===== config.mk =====
export PLATFORM = sky130hd
export DESIGN_NAME = dual_uart_rx_top
export DESIGN_NICKNAME = d
export VERILOG_FILES = /design/src/source/uart_cfg_pkg.sv /design/src/source/uart_stream_pkg.sv /design/src/source/dual_uart_rx_top.sv /design/src/source/rx_event_merge.sv /design/src/source/uart_rx.sv
export SDC_FILE = /design/constraint.sdc
export NUM_CORES = 1
export LEC_CHECK = 0
export ABC_AREA = 1
export BUFFER_PORTS_ARGS = -buffer_cell sky130_fd_sc_hd__buf_2
export CAP_MARGIN = 20
export CORE_MARGIN = 4
export CORE_UTILIZATION = 32
export DETAILED_ROUTE_END_ITERATION = 10
export GPL_TIMING_DRIVEN = 0
export PLACE_DENSITY = 0.52
export SYNTH_ARGS = -nofsm -noshare
export SYNTH_HDL_FRONTEND = slang
export SYNTH_HIERARCHICAL = 1
export SYNTH_SLANG_ARGS = --single-unit

===== constraint.sdc =====
create_clock -name clk -period 2.3 [get_ports clk]
set_input_delay 0.46 -clock clk [delete_from_list [all_inputs] [get_ports clk]]
set_output_delay 0.46 -clock clk [all_outputs]
set_load 0.005 [all_outputs]

===== src/source/uart_cfg_pkg.sv =====
// UART hub constants for character format, bit timing, counters and channel tagging
`default_nettype none

package uart_cfg_pkg;

    // ==================================================================
    // Character format
    // ==================================================================

    // Data bits per character, no parity bit
    localparam int DATA_W = 8;

    // Counts start, data and stop bits down to zero
    localparam int BIT_CNT_W = $clog2(DATA_W + 3);

    // ==================================================================
    // Bit timing
    // ==================================================================

    localparam int PRESCALE_W = 16;             // Run-time prescale input

    // Bit period is 8 x prescale clocks
    localparam int BAUD_DIV_W = PRESCALE_W + 3;

    // ==================================================================
    // Channels
    // ==================================================================

    localparam int NUM_CH = 2;                  // Receivers in the hub
    localparam int CH_W   = 1;                  // Channel tag on merged events

endpackage

`default_nettype wire


===== src/source/uart_stream_pkg.sv =====
// Stream types for receiver beats, error records, payload union, merged events, status
`default_nettype none

package uart_stream_pkg;

    import uart_cfg_pkg::*;

    // ==================================================================
    // Receiver side
    // ==================================================================

    // One beat on the receiver stream
    typedef struct packed {
        logic [DATA_W-1:0] data;                // Received character
    } rx_beat_t;

    // Per-channel status bits
    typedef struct packed {
        logic busy;                             // Frame in progress
    } rx_status_t;

    // ==================================================================
    // Merged event stream
    // ==================================================================

    // Error record, same width as a data byte
    typedef struct packed {
        logic              frame;               // Stop bit read low
        logic              overrun;             // Byte overwritten before taken
        logic [DATA_W-3:0] reserved;            // Always zero
    } err_rec_t;

    // Payload word, decoded by is_error
    typedef union packed {
        logic [DATA_W-1:0] data;
        err_rec_t          err;
    } event_payload_u;

    // Tagged output event
    typedef struct packed {
        logic [CH_W-1:0] ch;                    // Source channel
        logic            is_error;              // Payload holds an error record
        event_payload_u  payload;
    } event_t;

endpackage

`default_nettype wire

===== src/source/dual_uart_rx_top.sv =====
// Top level module joining two UART receivers through the event merge block
`timescale 1ns/100ps
`default_nettype none

module dual_uart_rx_top (
    input  logic                                                   clk,
    input  logic                                                   rst,
    input  logic [uart_cfg_pkg::NUM_CH-1:0]                        rxd,
    input  logic [uart_cfg_pkg::PRESCALE_W-1:0]                    prescale,
    input  logic                                                   out_ready,
    output logic                                                   out_valid,
    output uart_stream_pkg::event_t                                out_event,
    output uart_stream_pkg::rx_status_t [uart_cfg_pkg::NUM_CH-1:0] status
);

    import uart_cfg_pkg::*;
    import uart_stream_pkg::*;

    // Receiver to merge streams
    logic     [NUM_CH-1:0] rx_valid;
    logic     [NUM_CH-1:0] rx_ready;
    rx_beat_t [NUM_CH-1:0] rx_beat;
    logic     [NUM_CH-1:0] frame_err;
    logic     [NUM_CH-1:0] overrun_err;

    // ==================================================================
    // Receivers, one per serial line
    // ==================================================================

    for (genvar c = 0; c < NUM_CH; c++) begin : g_rx
        uart_rx i_uart_rx (
            .clk         (clk),
            .rst         (rst),
            .rxd         (rxd[c]),
            .prescale    (prescale),            // Shared bit rate
            .rx_ready    (rx_ready[c]),
            .rx_valid    (rx_valid[c]),
            .rx_beat     (rx_beat[c]),
            .status      (status[c]),
            .frame_err   (frame_err[c]),
            .overrun_err (overrun_err[c])
        );
    end

    // ==================================================================
    // Merge into one tagged stream
    // ==================================================================

    rx_event_merge i_rx_event_merge (
        .clk         (clk),
        .rst         (rst),
        .rx_valid    (rx_valid),
        .rx_beat     (rx_beat),
        .frame_err   (frame_err),
        .overrun_err (overrun_err),
        .out_ready   (out_ready),
        .rx_ready    (rx_ready),
        .out_valid   (out_valid),
        .out_event   (out_event)
    );

endmodule

`default_nettype wire


===== src/source/rx_event_merge.sv =====
// Round-robin merge module for receiver streams and error pulses into tagged events
`timescale 1ns/100ps
`default_nettype none

module rx_event_merge (
    input  logic                                                 clk,
    input  logic                                                 rst,
    input  logic [uart_cfg_pkg::NUM_CH-1:0]                      rx_valid,
    input  uart_stream_pkg::rx_beat_t [uart_cfg_pkg::NUM_CH-1:0] rx_beat,
    input  logic [uart_cfg_pkg::NUM_CH-1:0]                      frame_err,
    input  logic [uart_cfg_pkg::NUM_CH-1:0]                      overrun_err,
    input  logic                                                 out_ready,
    output logic [uart_cfg_pkg::NUM_CH-1:0]                      rx_ready,
    output logic                                                 out_valid,
    output uart_stream_pkg::event_t                              out_event
);

    import uart_cfg_pkg::*;
    import uart_stream_pkg::*;

    logic [NUM_CH-1:0] pend_frame;              // Sticky error flags
    logic [NUM_CH-1:0] pend_ovr;
    logic [NUM_CH-1:0] pend_err;
    logic [NUM_CH-1:0] has_req;
    logic [CH_W-1:0]   last_grant;
    logic [CH_W-1:0]   grant_ch;
    logic              grant_valid;
    logic              grant_err;
    logic              load;
    err_rec_t          next_err;
    event_t            next_event;

    assign pend_err  = pend_frame | pend_ovr;
    assign has_req   = pend_err | rx_valid;
    assign load      = !out_valid || out_ready; // Output empty or draining
    assign grant_err = grant_valid && pend_err[grant_ch];

    // ==================================================================
    // Arbitration
    // ==================================================================

    // Search starts at the channel after the last grant
    always_comb begin
        logic [CH_W-1:0] idx;
        grant_valid = 1'b0;
        grant_ch    = last_grant;
        for (int i = 1; i <= NUM_CH; i++) begin
            idx = CH_W'((int'(last_grant) + i) % NUM_CH);
            if (!grant_valid && has_req[idx]) begin
                grant_valid = 1'b1;
                grant_ch    = idx;
            end
        end
    end

    // Byte taken only when its channel has no pending error
    always_comb begin
        for (int c = 0; c < NUM_CH; c++) begin
            rx_ready[c] = load && grant_valid && !grant_err && (grant_ch == CH_W'(c));
        end
    end

    // Event build
    always_comb begin
        next_err         = '0;
        next_err.frame   = pend_frame[grant_ch];
        next_err.overrun = pend_ovr[grant_ch];

        next_event.ch       = grant_ch;
        next_event.is_error = grant_err;
        if (grant_err) begin
            next_event.payload.err = next_err;
        end else begin
            next_event.payload.data = rx_beat[grant_ch].data;
        end
    end

    // ==================================================================
    // State
    // ==================================================================

    always_ff @(posedge clk) begin
        for (int c = 0; c < NUM_CH; c++) begin
            if (load && grant_err && grant_ch == CH_W'(c)) begin
                // Record sent, keep only new pulses
                pend_frame[c] <= frame_err[c];
                pend_ovr[c]   <= overrun_err[c];
            end else begin
                pend_frame[c] <= pend_frame[c] | frame_err[c];
                pend_ovr[c]   <= pend_ovr[c] | overrun_err[c];
            end
        end

        if (load) begin
            out_valid <= grant_valid;
            if (grant_valid) begin
                out_event  <= next_event;
                last_grant <= grant_ch;
            end
        end

        if (rst) begin
            pend_frame <= '0;
            pend_ovr   <= '0;
            out_valid  <= 1'b0;
            last_grant <= CH_W'(NUM_CH - 1);    // Channel 0 served first
        end
    end

endmodule

`default_nettype wire


===== src/source/uart_rx.sv =====
// UART receiver module with 8x prescaled bit timing, stream output and error pulses
`timescale 1ns/100ps
`default_nettype none

module uart_rx (
    input  logic                                clk,
    input  logic                                rst,
    input  logic                                rxd,
    input  logic [uart_cfg_pkg::PRESCALE_W-1:0] prescale,
    input  logic                                rx_ready,
    output logic                                rx_valid,
    output uart_stream_pkg::rx_beat_t           rx_beat,
    output uart_stream_pkg::rx_status_t         status,
    output logic                                frame_err,
    output logic                                overrun_err
);

    import uart_cfg_pkg::*;

    logic                  rxd_reg;             // Input register
    logic                  rxd_prev;            // For falling edge detect
    logic                  busy_reg;
    logic [DATA_W-1:0]     shift_reg;
    logic [BAUD_DIV_W-1:0] baud_cnt;
    logic [BIT_CNT_W-1:0]  bit_cnt;
    logic [BAUD_DIV_W-1:0] bit_period;
    logic [BAUD_DIV_W-1:0] half_period;
    logic                  start_edge;
    logic                  beat_taken;

    // Reload values for the baud down-counter
    assign bit_period  = {prescale, 3'd0} - BAUD_DIV_W'(1);
    // Middle of start bit, less the edge detect and input register delay
    assign half_period = {1'b0, prescale, 2'd0} - BAUD_DIV_W'(2);

    assign start_edge  = rxd_prev && !rxd_reg;
    assign beat_taken  = rx_valid && rx_ready;
    assign status.busy = busy_reg;

    // ==================================================================
    // Frame sequencing
    // ==================================================================

    always_ff @(posedge clk) begin
        rxd_reg     <= rxd;
        rxd_prev    <= rxd_reg;
        frame_err   <= 1'b0;
        overrun_err <= 1'b0;

        if (beat_taken) begin
            rx_valid <= 1'b0;
        end

        if (baud_cnt != '0) begin
            baud_cnt <= baud_cnt - BAUD_DIV_W'(1);
        end else if (bit_cnt > BIT_CNT_W'(DATA_W + 1)) begin
            // Start bit re-check at its middle
            if (!rxd_reg) begin
                bit_cnt  <= bit_cnt - BIT_CNT_W'(1);
                baud_cnt <= bit_period;
            end else begin
                bit_cnt  <= '0;                 // Noise, back to idle
                busy_reg <= 1'b0;
            end
        end else if (bit_cnt > BIT_CNT_W'(1)) begin
            // Data bits, LSB first
            bit_cnt   <= bit_cnt - BIT_CNT_W'(1);
            baud_cnt  <= bit_period;
            shift_reg <= {rxd_reg, shift_reg[DATA_W-1:1]};
        end else if (bit_cnt == BIT_CNT_W'(1)) begin
            // Stop bit
            bit_cnt  <= '0;
            busy_reg <= 1'b0;
            if (rxd_reg) begin
                rx_beat.data <= shift_reg;
                rx_valid     <= 1'b1;
                overrun_err  <= rx_valid && !rx_ready;  // Old byte not taken
            end else begin
                frame_err <= 1'b1;              // Byte dropped
            end
        end else if (start_edge) begin
            baud_cnt <= half_period;
            bit_cnt  <= BIT_CNT_W'(DATA_W + 2);
            busy_reg <= 1'b1;
        end

        if (rst) begin
            rxd_reg     <= 1'b1;                // Line reads idle
            rxd_prev    <= 1'b1;
            busy_reg    <= 1'b0;
            baud_cnt    <= '0;
            bit_cnt     <= '0;
            rx_valid    <= 1'b0;
            frame_err   <= 1'b0;
            overrun_err <= 1'b0;
        end
    end

endmodule

`default_nettype wire


==> flow_metrics.tcl, run 1 <==
set metrics [dict create \
    clkSinkCount 106 \
    initial_core_util 0.325 \
    synth_top_area_share 0.195 \
    pwr-share-clk 0.187 \
    ys_warn_count 6 \
    rsz0062_at_grt "false" \
    vias 5754 \
    final_hold_viol_count 0 \
    grt_pass1_vias 5311 \
    syn_avg_cell_area_um2 7.08 \
    rrSetupSlack_ps 170 \
    power_frac_seq 0.302 \
    worst_pin_slew_ps 979 \
    die_h_um 151 \
    critPathMaxFanout 9 \
    grt_usage 0.143 \
    ir_worst_vdd_v 0.000382 \
    drive_gt1_frac 0.154 \
    ys_seq_area_frac 0.386 \
    die_w_um 151 \
    ios 34 \
    grt_pass1_wl_um 26100 \
    hp-start "rxd[0]" \
    grt_max_degree 22 \
    rr_endpoint "g_rx[0].i_uart_rx/rx_beat[6]" \
    ys_top_cells_by_area "dfxtp_1 19%, edfxtp_1 19%, nand2_1 17%" \
    worstHoldEndpoint "g_rx[0].i_uart_rx/rxd_reg" \
    synthArstFlopShare 0 \
    total_power_uw 8370 \
    wirelength_um 15800 \
    synth_area_mm2 0.00658 \
    critPathCaptureType "register" \
    place_congestion 0.845 \
    required_ps 2360 \
    antenna_found_initial 0 \
    p_int_uw 4510 \
    leakage_uw 0.00340 \
    areaGrowthSynthToFinish_pct 12.6 \
    hold_ws_ps 285 \
    htreeDepth 3 \
    worstReg2RegStart "g_rx[0].i_uart_rx/baud_cnt[0]" \
    run_status "complete, no violations" \
    grt_overflow 0 \
    setup_violations 0 \
    firstDrtPassIters 5 \
    layout_setup_ws_ps 173 \
    worstHoldPathCells 2 \
    hold_class "in2reg" \
    comb_power_share 0.511 \
    skew_ps 9.78 \
    cts_tree "yes" \
    place_ws_ps -274 \
    slew_headroom 0.347 \
    switching_share 0.461 \
    layout.nets 1006 \
    clkLatencyLatePin_ps 360 \
    port_buffers 33 \
    placementRows 52 \
    viasPerCell 4.60 \
    yosys.cell_types.count 42 \
    syn_nets 961 \
    hpwlAfterDp_um 12300 \
    synth_seq_cells 106 \
    crit_type "reg2reg" \
    synth_top_area_cell "dfxtp_1" \
    synth_edf_count 42 \
    detail_route.wl_per_cell_um 12.7 \
    power_density_mw_per_mm2 1130 \
    die_area_mm2 0.0229 \
    ant_nets 0 \
    diodes 0 \
    start_kind "register" \
    placedCellCount 1233 \
    arrival_ps 2190 \
    drtIter0Drc 294 \
    synth_ff_type "dfxtp_1" \
    route.detailed.drc 0 \
    instances_no_fill 1250 \
    design.core.area_mm2 0.0202 \
    maxCapViolCount 0 \
    cts_buffers 9 \
    fmax_mhz 470 \
    max-clock-path-buffers 2 \
    fin_crit_sh 0.925 \
    largest_register_ff_count 38 \
    period_needed_ps 2130 \
    clock-root-buffer "clkbuf_16" \
    maxSlewViolCount 0 \
    synthCells 930 \
    p_switching_uw 3860 \
    ff2ff_path_depth 10 \
    clkTransAtPathRegs_ps 80 \
]
-- power groups by stage --
stage	sequential [uW]	clock (uW)	combinational, uW
6_report	2520	1560	4280
3_5_place_dp	2560	0	4290
4_1_cts	2520	1630	4310
3_3_place_gp	2570	0	4260
2_1_floorplan	2500	0	3480
5_1_grt	2560	1710	4890
-- metal layers --
| layer | vias to the layer above | part of all wire | GRT usage |
|---|---|---|---|
| li1 | 3035 | - | - |
| met1 | 2611 | 0.51 | 0.199 |
| met2 | 94 | 0.44 | 0.228 |
| met3 | 14 | 0.038 | 0.0296 |
| met4 | 0 | 0.013 | 0.0358 |
| met5 | - | 0 | 0 |
-- cell usage after synthesis, types with 14 or more instances --
master    number
nand2_1      297
nor2_1       128
inv_1        100
dfxtp_1       64
nand3_1       57
edfxtp_1      42
a21oi_1       29
nor2_2        25
o21ai_0       22
xor2_1        22
nand2_2       19
nor2_4        14
xnor2_1       14
-- worst max-delay path, stage by stage (launching register included) --
cell and delay [ps]:
dfxtp_1 330, inv_1 140, ha_1 240, inv_1 60, nor2_1 90, nand2_1 90
nor2_4 120, nand2_1 110, nor2_4 240, nand3_1 200, inv_2 200
-- layout by cell type, fill, tap and decap left out, drive strengths merged, types with 9 or more instances in the layout --
cell type	instances
o21ai	30
buf	41
clkbuf	10
inv	114
xor2	22
dfxtp	64
a21oi	30
ha	10
nor2	169
nand3	64
xnor2	14
edfxtp	42
nand2	320
nor3	9
-- final cells by class --
| cell class | instances | area, um2 |
|---|---|---|
| fill | 2179 | 12800 |
| multi-input combinational | 704 | 3560 |
| sequential | 106 | 2540 |
| inverter | 112 | 423 |
| tap | 270 | 338 |
| clock buffer | 9 | 225 |
| timing repair buffer | 34 | 173 |
| clock inverter | 7 | 75.1 |
| buffer | 8 | 72.6 |
-- cell families after synthesis --
kind of cell / count (synthesis) / synth area share
XOR/XNOR: 36 / 0.0479
adder cells (fa/ha/maj): 10 / 0.0190
AO/OA/AOI/OAI: 73 / 0.0627
buffers and inverters: 120 / 0.0753
flip-flops: 106 / 0.386
AND/OR/NAND/NOR: 585 / 0.409
-- metrics by stage --
step                setup TNS (ps)  utilization  cell area [um2]
floorplan                        0            -             6580
global placement             -3390        0.350             7080
detailed placement           -3890        0.350             7080
CTS                              0        0.366             7400
global route                     0        0.366             7410
finish                           0        0.366             7410
-- worst max-delay path by stage --
stage / start / cells after the start / to
final: g_rx[0].i_uart_rx/baud_cnt[0] / 10 / g_rx[0].i_uart_rx/rx_beat[6]
after global routing: g_rx[0].i_uart_rx/baud_cnt[0] / 10 / g_rx[0].i_uart_rx/rx_beat[3]
after CTS: g_rx[0].i_uart_rx/baud_cnt[0] / 10 / g_rx[0].i_uart_rx/rx_beat[6]
after detailed placement: g_rx[1].i_uart_rx/bit_cnt[0] / 7 / g_rx[1].i_uart_rx/shift_reg[0]
after global placement: g_rx[1].i_uart_rx/bit_cnt[0] / 7 / g_rx[1].i_uart_rx/shift_reg[0]
after floorplan: g_rx[1].i_uart_rx/bit_cnt[0] / 7 / g_rx[1].i_uart_rx/shift_reg[0]
-- timing repair --
action | 4_1_cts | 5_1_grt
hold buffers | 0 | 0
hold endpoints to repair | 0 | 0
gates resized for setup | 3 | 2
setup endpoints to repair | 16 | 24
pin swaps | 0 | 1
buffers inserted | 0 | 1
Note: power is estimated with default switching activity, not from simulation.
==> inputs of run 2 (changes only) <==
- CELL_PAD_IN_SITES_DETAIL_PLACEMENT: not set -> 1
- CELL_PAD_IN_SITES_GLOBAL_PLACEMENT: not set -> 2
- CORE_MARGIN: 4 -> 2
- PLACE_DENSITY: 0.52 -> 0.79
==> run 2 against run 1 <==
  * Utilization increased by 0.22 points
  * Clock power up 4%
  * Via count is 1.7% higher
  * Setup slack better by 19 ps
  * Final area grew 0.59%
  * Critical path depth unchanged
  * Die area decreased by 5.2%
  * Combinational power up 4%
  * Fmax up 0.88%
  * Wire length rose by 12%
  * Clock-buffer cell count grew 1
  * Sequential share of layout area shrank 0.20 points
==> flow_metrics.tcl, run 2 (synthesis results as in run 1) <==
set metrics [dict create \
    critPathMaxFanout 8 \
    layout.nets 1012 \
    route.detailed.drc 0 \
    die_area_mm2 0.0217 \
    die_h_um 147 \
    hold_ws_ps 304 \
    antenna_found_initial 0 \
    grt_max_degree 20 \
    final_hold_viol_count 0 \
    grt_usage 0.168 \
    slew_headroom 0.304 \
    cts_buffers 9 \
    initial_core_util 0.325 \
    arrival_ps 2160 \
    hold_buffers 0 \
    ios 34 \
    drive_gt1_frac 0.158 \
    fin_crit_sh 0.917 \
    max-clock-path-buffers 2 \
    firstDrtPassIters 4 \
    fmax_mhz 474 \
    viasPerCell 4.66 \
    rsz0062_at_grt "false" \
    crit_type "reg2reg" \
    drtIter0Drc 270 \
    maxCapViolCount 0 \
    required_ps 2350 \
    period_needed_ps 2110 \
    die_w_um 147 \
    clkSinkCount 106 \
    htreeDepth 3 \
    grt_overflow 0 \
    placementRows 52 \
    clkLatencyLatePin_ps 350 \
    skew_ps 11.7 \
    worst_pin_slew_ps 1040 \
    layout_common_cells "296 x nand2_1, 127 x nor2_1, 99 x inv_1" \
    place_congestion 0.781 \
    cts_tree "yes" \
    critPathCaptureType "register" \
    ant_nets 0 \
    clock-root-buffer "clkbuf_16" \
    maxSlewViolCount 0 \
    hpwlAfterDp_um 14100 \
    start_kind "register" \
    clkTransAtPathRegs_ps 70 \
    grt_pass1_vias 5816 \
    final_common_cell "nand2_1" \
    total_power_uw 8590 \
    diodes 0 \
    power_density_mw_per_mm2 1150 \
    detail_route.wl_per_cell_um 14.1 \
    leakage_uw 0.00344 \
    grt_pass1_wl_um 29300 \
    ir_worst_vdd_v 0.000388 \
    port_buffers 33 \
    fin_setup_tns_ps 0 \
    areaGrowthSynthToFinish_pct 13.3 \
    hold_class "in2reg" \
    largest_register_ff_count 38 \
    setup_violations 0 \
    wirelength_um 17700 \
    design.core.area_mm2 0.0202 \
    vias 5853 \
    run_status "complete, no violations" \
]
[run 2: cell types whose count changed in the layout (fill, tap and decap cells not counted), sizes merged]
cell,previous run,this run
buf,41,47
clkinv,4,1
inv,114,116
bufinv,0,1
clkbuf,10,11
clkinvlp,1,0
[run 2: cell type report]
class / count / area, um2
Buffer: 8 / 72.6
Clock buffer: 10 / 229
Clock inverter: 6 / 78.8
Fill cell: 2557 / 12800
Inverter: 112 / 425
Multi-Input combinational cell: 704 / 3550
Sequential cell: 106 / 2540
Tap cell: 270 / 338
Timing Repair Buffer: 40 / 215
[run 2: where the power goes]
group          internal, uW  switching (uW)
Sequential             2250             281
Clock                   873             744
Combinational          1520            2920
[run 2: worst max-delay path, cell delays in order (launching register included)]
cell and delay [ps]:
dfxtp_1 330, inv_1 140, ha_1 230, inv_1 50
nor2_1 80, nand2_1 100, nor2_4 120, nand2_1 120
nor2_4 250, nand3_1 210, inv_4 170
[run 2: what timing repair did]
| item | CTS | global route |
|---|---|---|
| pin swaps | 0 | 2 |
| endpoints found under the setup margin | 12 | 23 |
| setup buffers | 0 | 6 |
| resized for setup | 3 | 2 |
[run 2: through the flow]
| step | setup WS, ps | std cells | cell area (um2) | util |
|---|---|---|---|---|
| after global placement | -425 | 1233 | 7080 | 0.350 |
| final | 192 | 1256 | 7450 | 0.368 |
| after global routing | 0.889 | 1256 | 7450 | 0.368 |
| after floorplan | 180 | 930 | 6580 | - |
| after CTS | 44.9 | 1250 | 7400 | 0.366 |
| after detailed placement | -240 | 1234 | 7090 | 0.350 |
[run 2: metal layers]
layer / GRT usage / wire length (um)
met4: 0.0346 / 146
met5: 0 / 0
met3: 0.0228 / 340
met2: 0.278 / 8150
met1: 0.237 / 9070
[run 2: path summary, 6_finish.rpt]
kind | from | endpoint | slack (ps) | depth (start not counted)
max | g_rx[0].i_uart_rx/baud_cnt[0] | g_rx[0].i_uart_rx/rx_beat[6] | 190 | 10
min | rxd[1] | g_rx[1].i_uart_rx/rxd_reg | 300 | 2
max reg2reg | g_rx[0].i_uart_rx/baud_cnt[0] | g_rx[0].i_uart_rx/rx_beat[6] | 190 | 10
min reg2reg | g_rx[1].i_uart_rx/shift_reg[0] | g_rx[1].i_uart_rx/rx_beat[0] | 430 | 0
==> inputs of run 3 (changes only) <==
- PLACE_DENSITY: 0.79 -> 0.8
- SYNTH_HIERARCHICAL: 1 -> not set
==> run 3 against run 2 <==
  * Die area fell by 7.1%
  * Register-to-register slack lost 40 ps
  * First-iteration DRC count grew 21%
  * Power decreased by 17%
  * Sequential power down 6%
  * Fmax decreased by 1.7%
  * Clock-buffer cell count is the same
  * Non-clock buffer count increased by 1
  * Utilization grew 0.25 points
  * Critical endpoint is now g_rx[1].i_uart_rx.rx_beat[1]
  * Largest power group unchanged
==> flow_metrics.tcl, run 3 <==
set metrics [dict create \
    crit_type "reg2reg" \
    layout.nets 949 \
    synthTopCellsByCount "265 x nand2_1, 121 x nor2_1, 108 x inv_1, 94 x nand3_1, 64 x dfxtp_1" \
    synthArstFlopShare 0 \
    hold_class "in2reg" \
    wirelength_um 17800 \
    largest_register_ff_count 38 \
    critPathCaptureType "register" \
    layout_setup_ws_ps 155 \
    synth_ff_type "dfxtp_1" \
    synth_area_mm2 0.00610 \
    hold_buffers 0 \
    synth_edf_count 42 \
    grt_overflow 0 \
    total_power_uw 7120 \
    hpwlAfterDp_um 14100 \
    synthCells 874 \
    skew_ps 10.7 \
    synth_top_family_by_area "simple AND/OR/NAND/NOR gates" \
    grtUsageMet3 0.0259 \
    port_buffers 32 \
    cpMostUsedCell "nand3_1" \
    cp_cell_sequence "inv_1 -> ha_1 -> nand3_1 -> nor2_1 -> nand3_4 -> inv_2 -> nand3_1 -> nor2_4" \
    run_status "complete, no violations" \
    grt_pass1_wl_um 29000 \
    synth_top_area_share 0.210 \
    power_density_mw_per_mm2 1030 \
    grt_pass1_vias 5666 \
    drive_gt1_frac 0.111 \
    post_cts_buffers 0 \
    synth_mux_area_frac 0.00328 \
    met2_usage 0.315 \
    ys_seq_area_frac 0.417 \
    syn_nets 904 \
    diodes 0 \
    areaGrowthSynthToFinish_pct 13.7 \
    final_common_cell "nand2_1" \
    maxCapViolCount 0 \
    required_ps 2350 \
    die_h_um 142 \
    hold_ws_ps 285 \
    start_kind "register" \
    ys_warn_count 0 \
    route.detailed.drc 0 \
    fin_util 0.371 \
    leakage_uw 0.00325 \
    cts_tree "yes" \
    setup_violations 0 \
    fin_crit_sh 0.933 \
    htreeDepth 3 \
    max-clock-path-buffers 2 \
    synth-simple-area-share 0.388 \
    critPathMaxFanout 6 \
    arrival_ps 2190 \
    cpLargestDelayFamily "simple AND/OR/NAND/NOR gates" \
    final_hold_viol_count 0 \
    clkLatencyLatePin_ps 360 \
    die_w_um 142 \
    clock-root-buffer "clkbuf_16" \
    yosys.area_share.adder 0.0185 \
    ir_worst_vdd_v 0.000400 \
    clkTransAtPathRegs_ps 70 \
    max_stage_delay_ps 370 \
    synth_top_area_cell "dfxtp_1" \
    critPathBufInv 2 \
    yosys.cell_types.count 35 \
    vias 5632 \
    slowest_stage "dfxtp_1" \
    place_congestion 0.862 \
    fmax_mhz 466 \
    period_needed_ps 2140 \
    initial_core_util 0.326 \
    synthXorXnorAreaFrac 0.0287 \
    detail_route.wl_per_cell_um 15.4 \
    syn_avg_cell_area_um2 6.98 \
    layout_common_cells "265 x nand2_1, 120 x nor2_1, 107 x inv_1" \
    firstDrtPassIters 4 \
    grt_max_degree 19 \
    cts_buffers 9 \
    top_usage_layer "met2" \
    grt_usage 0.184 \
    yosysMostFrequentCell "nand2_1" \
    antenna_found_initial 0 \
    maxSlewViolCount 0 \
    drtIter0Drc 327 \
    clkSinkCount 106 \
    ys_top_cells_by_area "dfxtp_1 21%, edfxtp_1 21%, nand2_1 16%" \
    worst_pin_slew_ps 739 \
    design.core.area_mm2 0.0187 \
    synth_seq_cells 106 \
    placementRows 50 \
    ant_nets 0 \
    slew_headroom 0.507 \
    ios 34 \
    instances_no_fill 1158 \
    place_ws_ps -345 \
    grtUsageMet1 0.248 \
    die_area_mm2 0.0202 \
    synth-compound-area-share 0.0578 \
    viasPerCell 4.86 \
    placedCellCount 1141 \
]
-- run 3: cell count changes after synthesis, sizes merged, moves of 4 or more --
cell	delta
nor2	-29
nand2	-46
clkbuf	+4
a31oi	-5
xnor2	-9
buf	+4
xor2	-7
nand3	+33
-- run 3: path summary, 6_finish.rpt --
path                                       start                           end  slack (ps)  cells after the start
setup / recovery   g_rx[1].i_uart_rx.baud_cnt[0]  g_rx[1].i_uart_rx.rx_beat[1]         160                      8
hold / removal                            rxd[0]     g_rx[0].i_uart_rx.rxd_reg         280                      2
setup reg to reg   g_rx[1].i_uart_rx.baud_cnt[0]  g_rx[1].i_uart_rx.rx_beat[1]         160                      8
hold reg to reg   g_rx[1].i_uart_rx.shift_reg[0]  g_rx[1].i_uart_rx.rx_beat[0]         440                      0
-- run 3: layer usage --
layer	routed length, um	part of all wire	vias to the layer above
met1	8800	0.49	2694
met3	402	0.023	10
met5	0	0	-
met4	150	0.0084	0
li1	-	-	2866
met2	8490	0.48	62
-- run 3: final cells by class --
type,instances,area [um2]
fillers,2402,11800
multi-input cells,640,3080
flip-flops and latches,106,2540
inverters,113,424
well taps,234,293
clock buffers,10,229
repair buffers,33,168
plain buffers,16,106
clock inverters,6,98.8
-- run 3: cell families (layout without fill, tap and decap cells) --
logic type,after synthesis,after routing
AOI/OAI and AO/OA,68,68
xor gates and xnor gates,20,20
adders and majority gates,9,9
buffers and inverters,129,178
DFF,106,106
muxes,2,2
and+or+nand+nor,540,541
-- run 3: timing repair --
action	4_1_cts	5_1_grt
pin swaps	0	1
gates cloned	0	1
gates resized for setup	3	7
setup endpoints to repair	26	19
-- run 3: stage by stage --
stage                     instance area, um2  TNS [ps]
after floorplan                         6100         0
after global placement                  6550     -6300
after detailed placement                6560     -7430
after CTS                               6900         0
after global routing                    6940     -94.3
final                                   6940         0
-- run 3: power breakdown --
part	internal, uW	switching (uW)	leakage [uW]
Combinational	1010	2030	0.00220
Sequential	2160	212	0.000900
Clock	973	741	0.000157
Total	4140	2980	0.00325
-- run 3: worst register-to-register path: stages (launching register included) --
cell	delay [ps]
dfxtp_1	370
inv_1	120
ha_1	230
nand3_1	100
nor2_1	200
nand3_4	200
inv_2	140
nand3_1	230
nor2_4	270
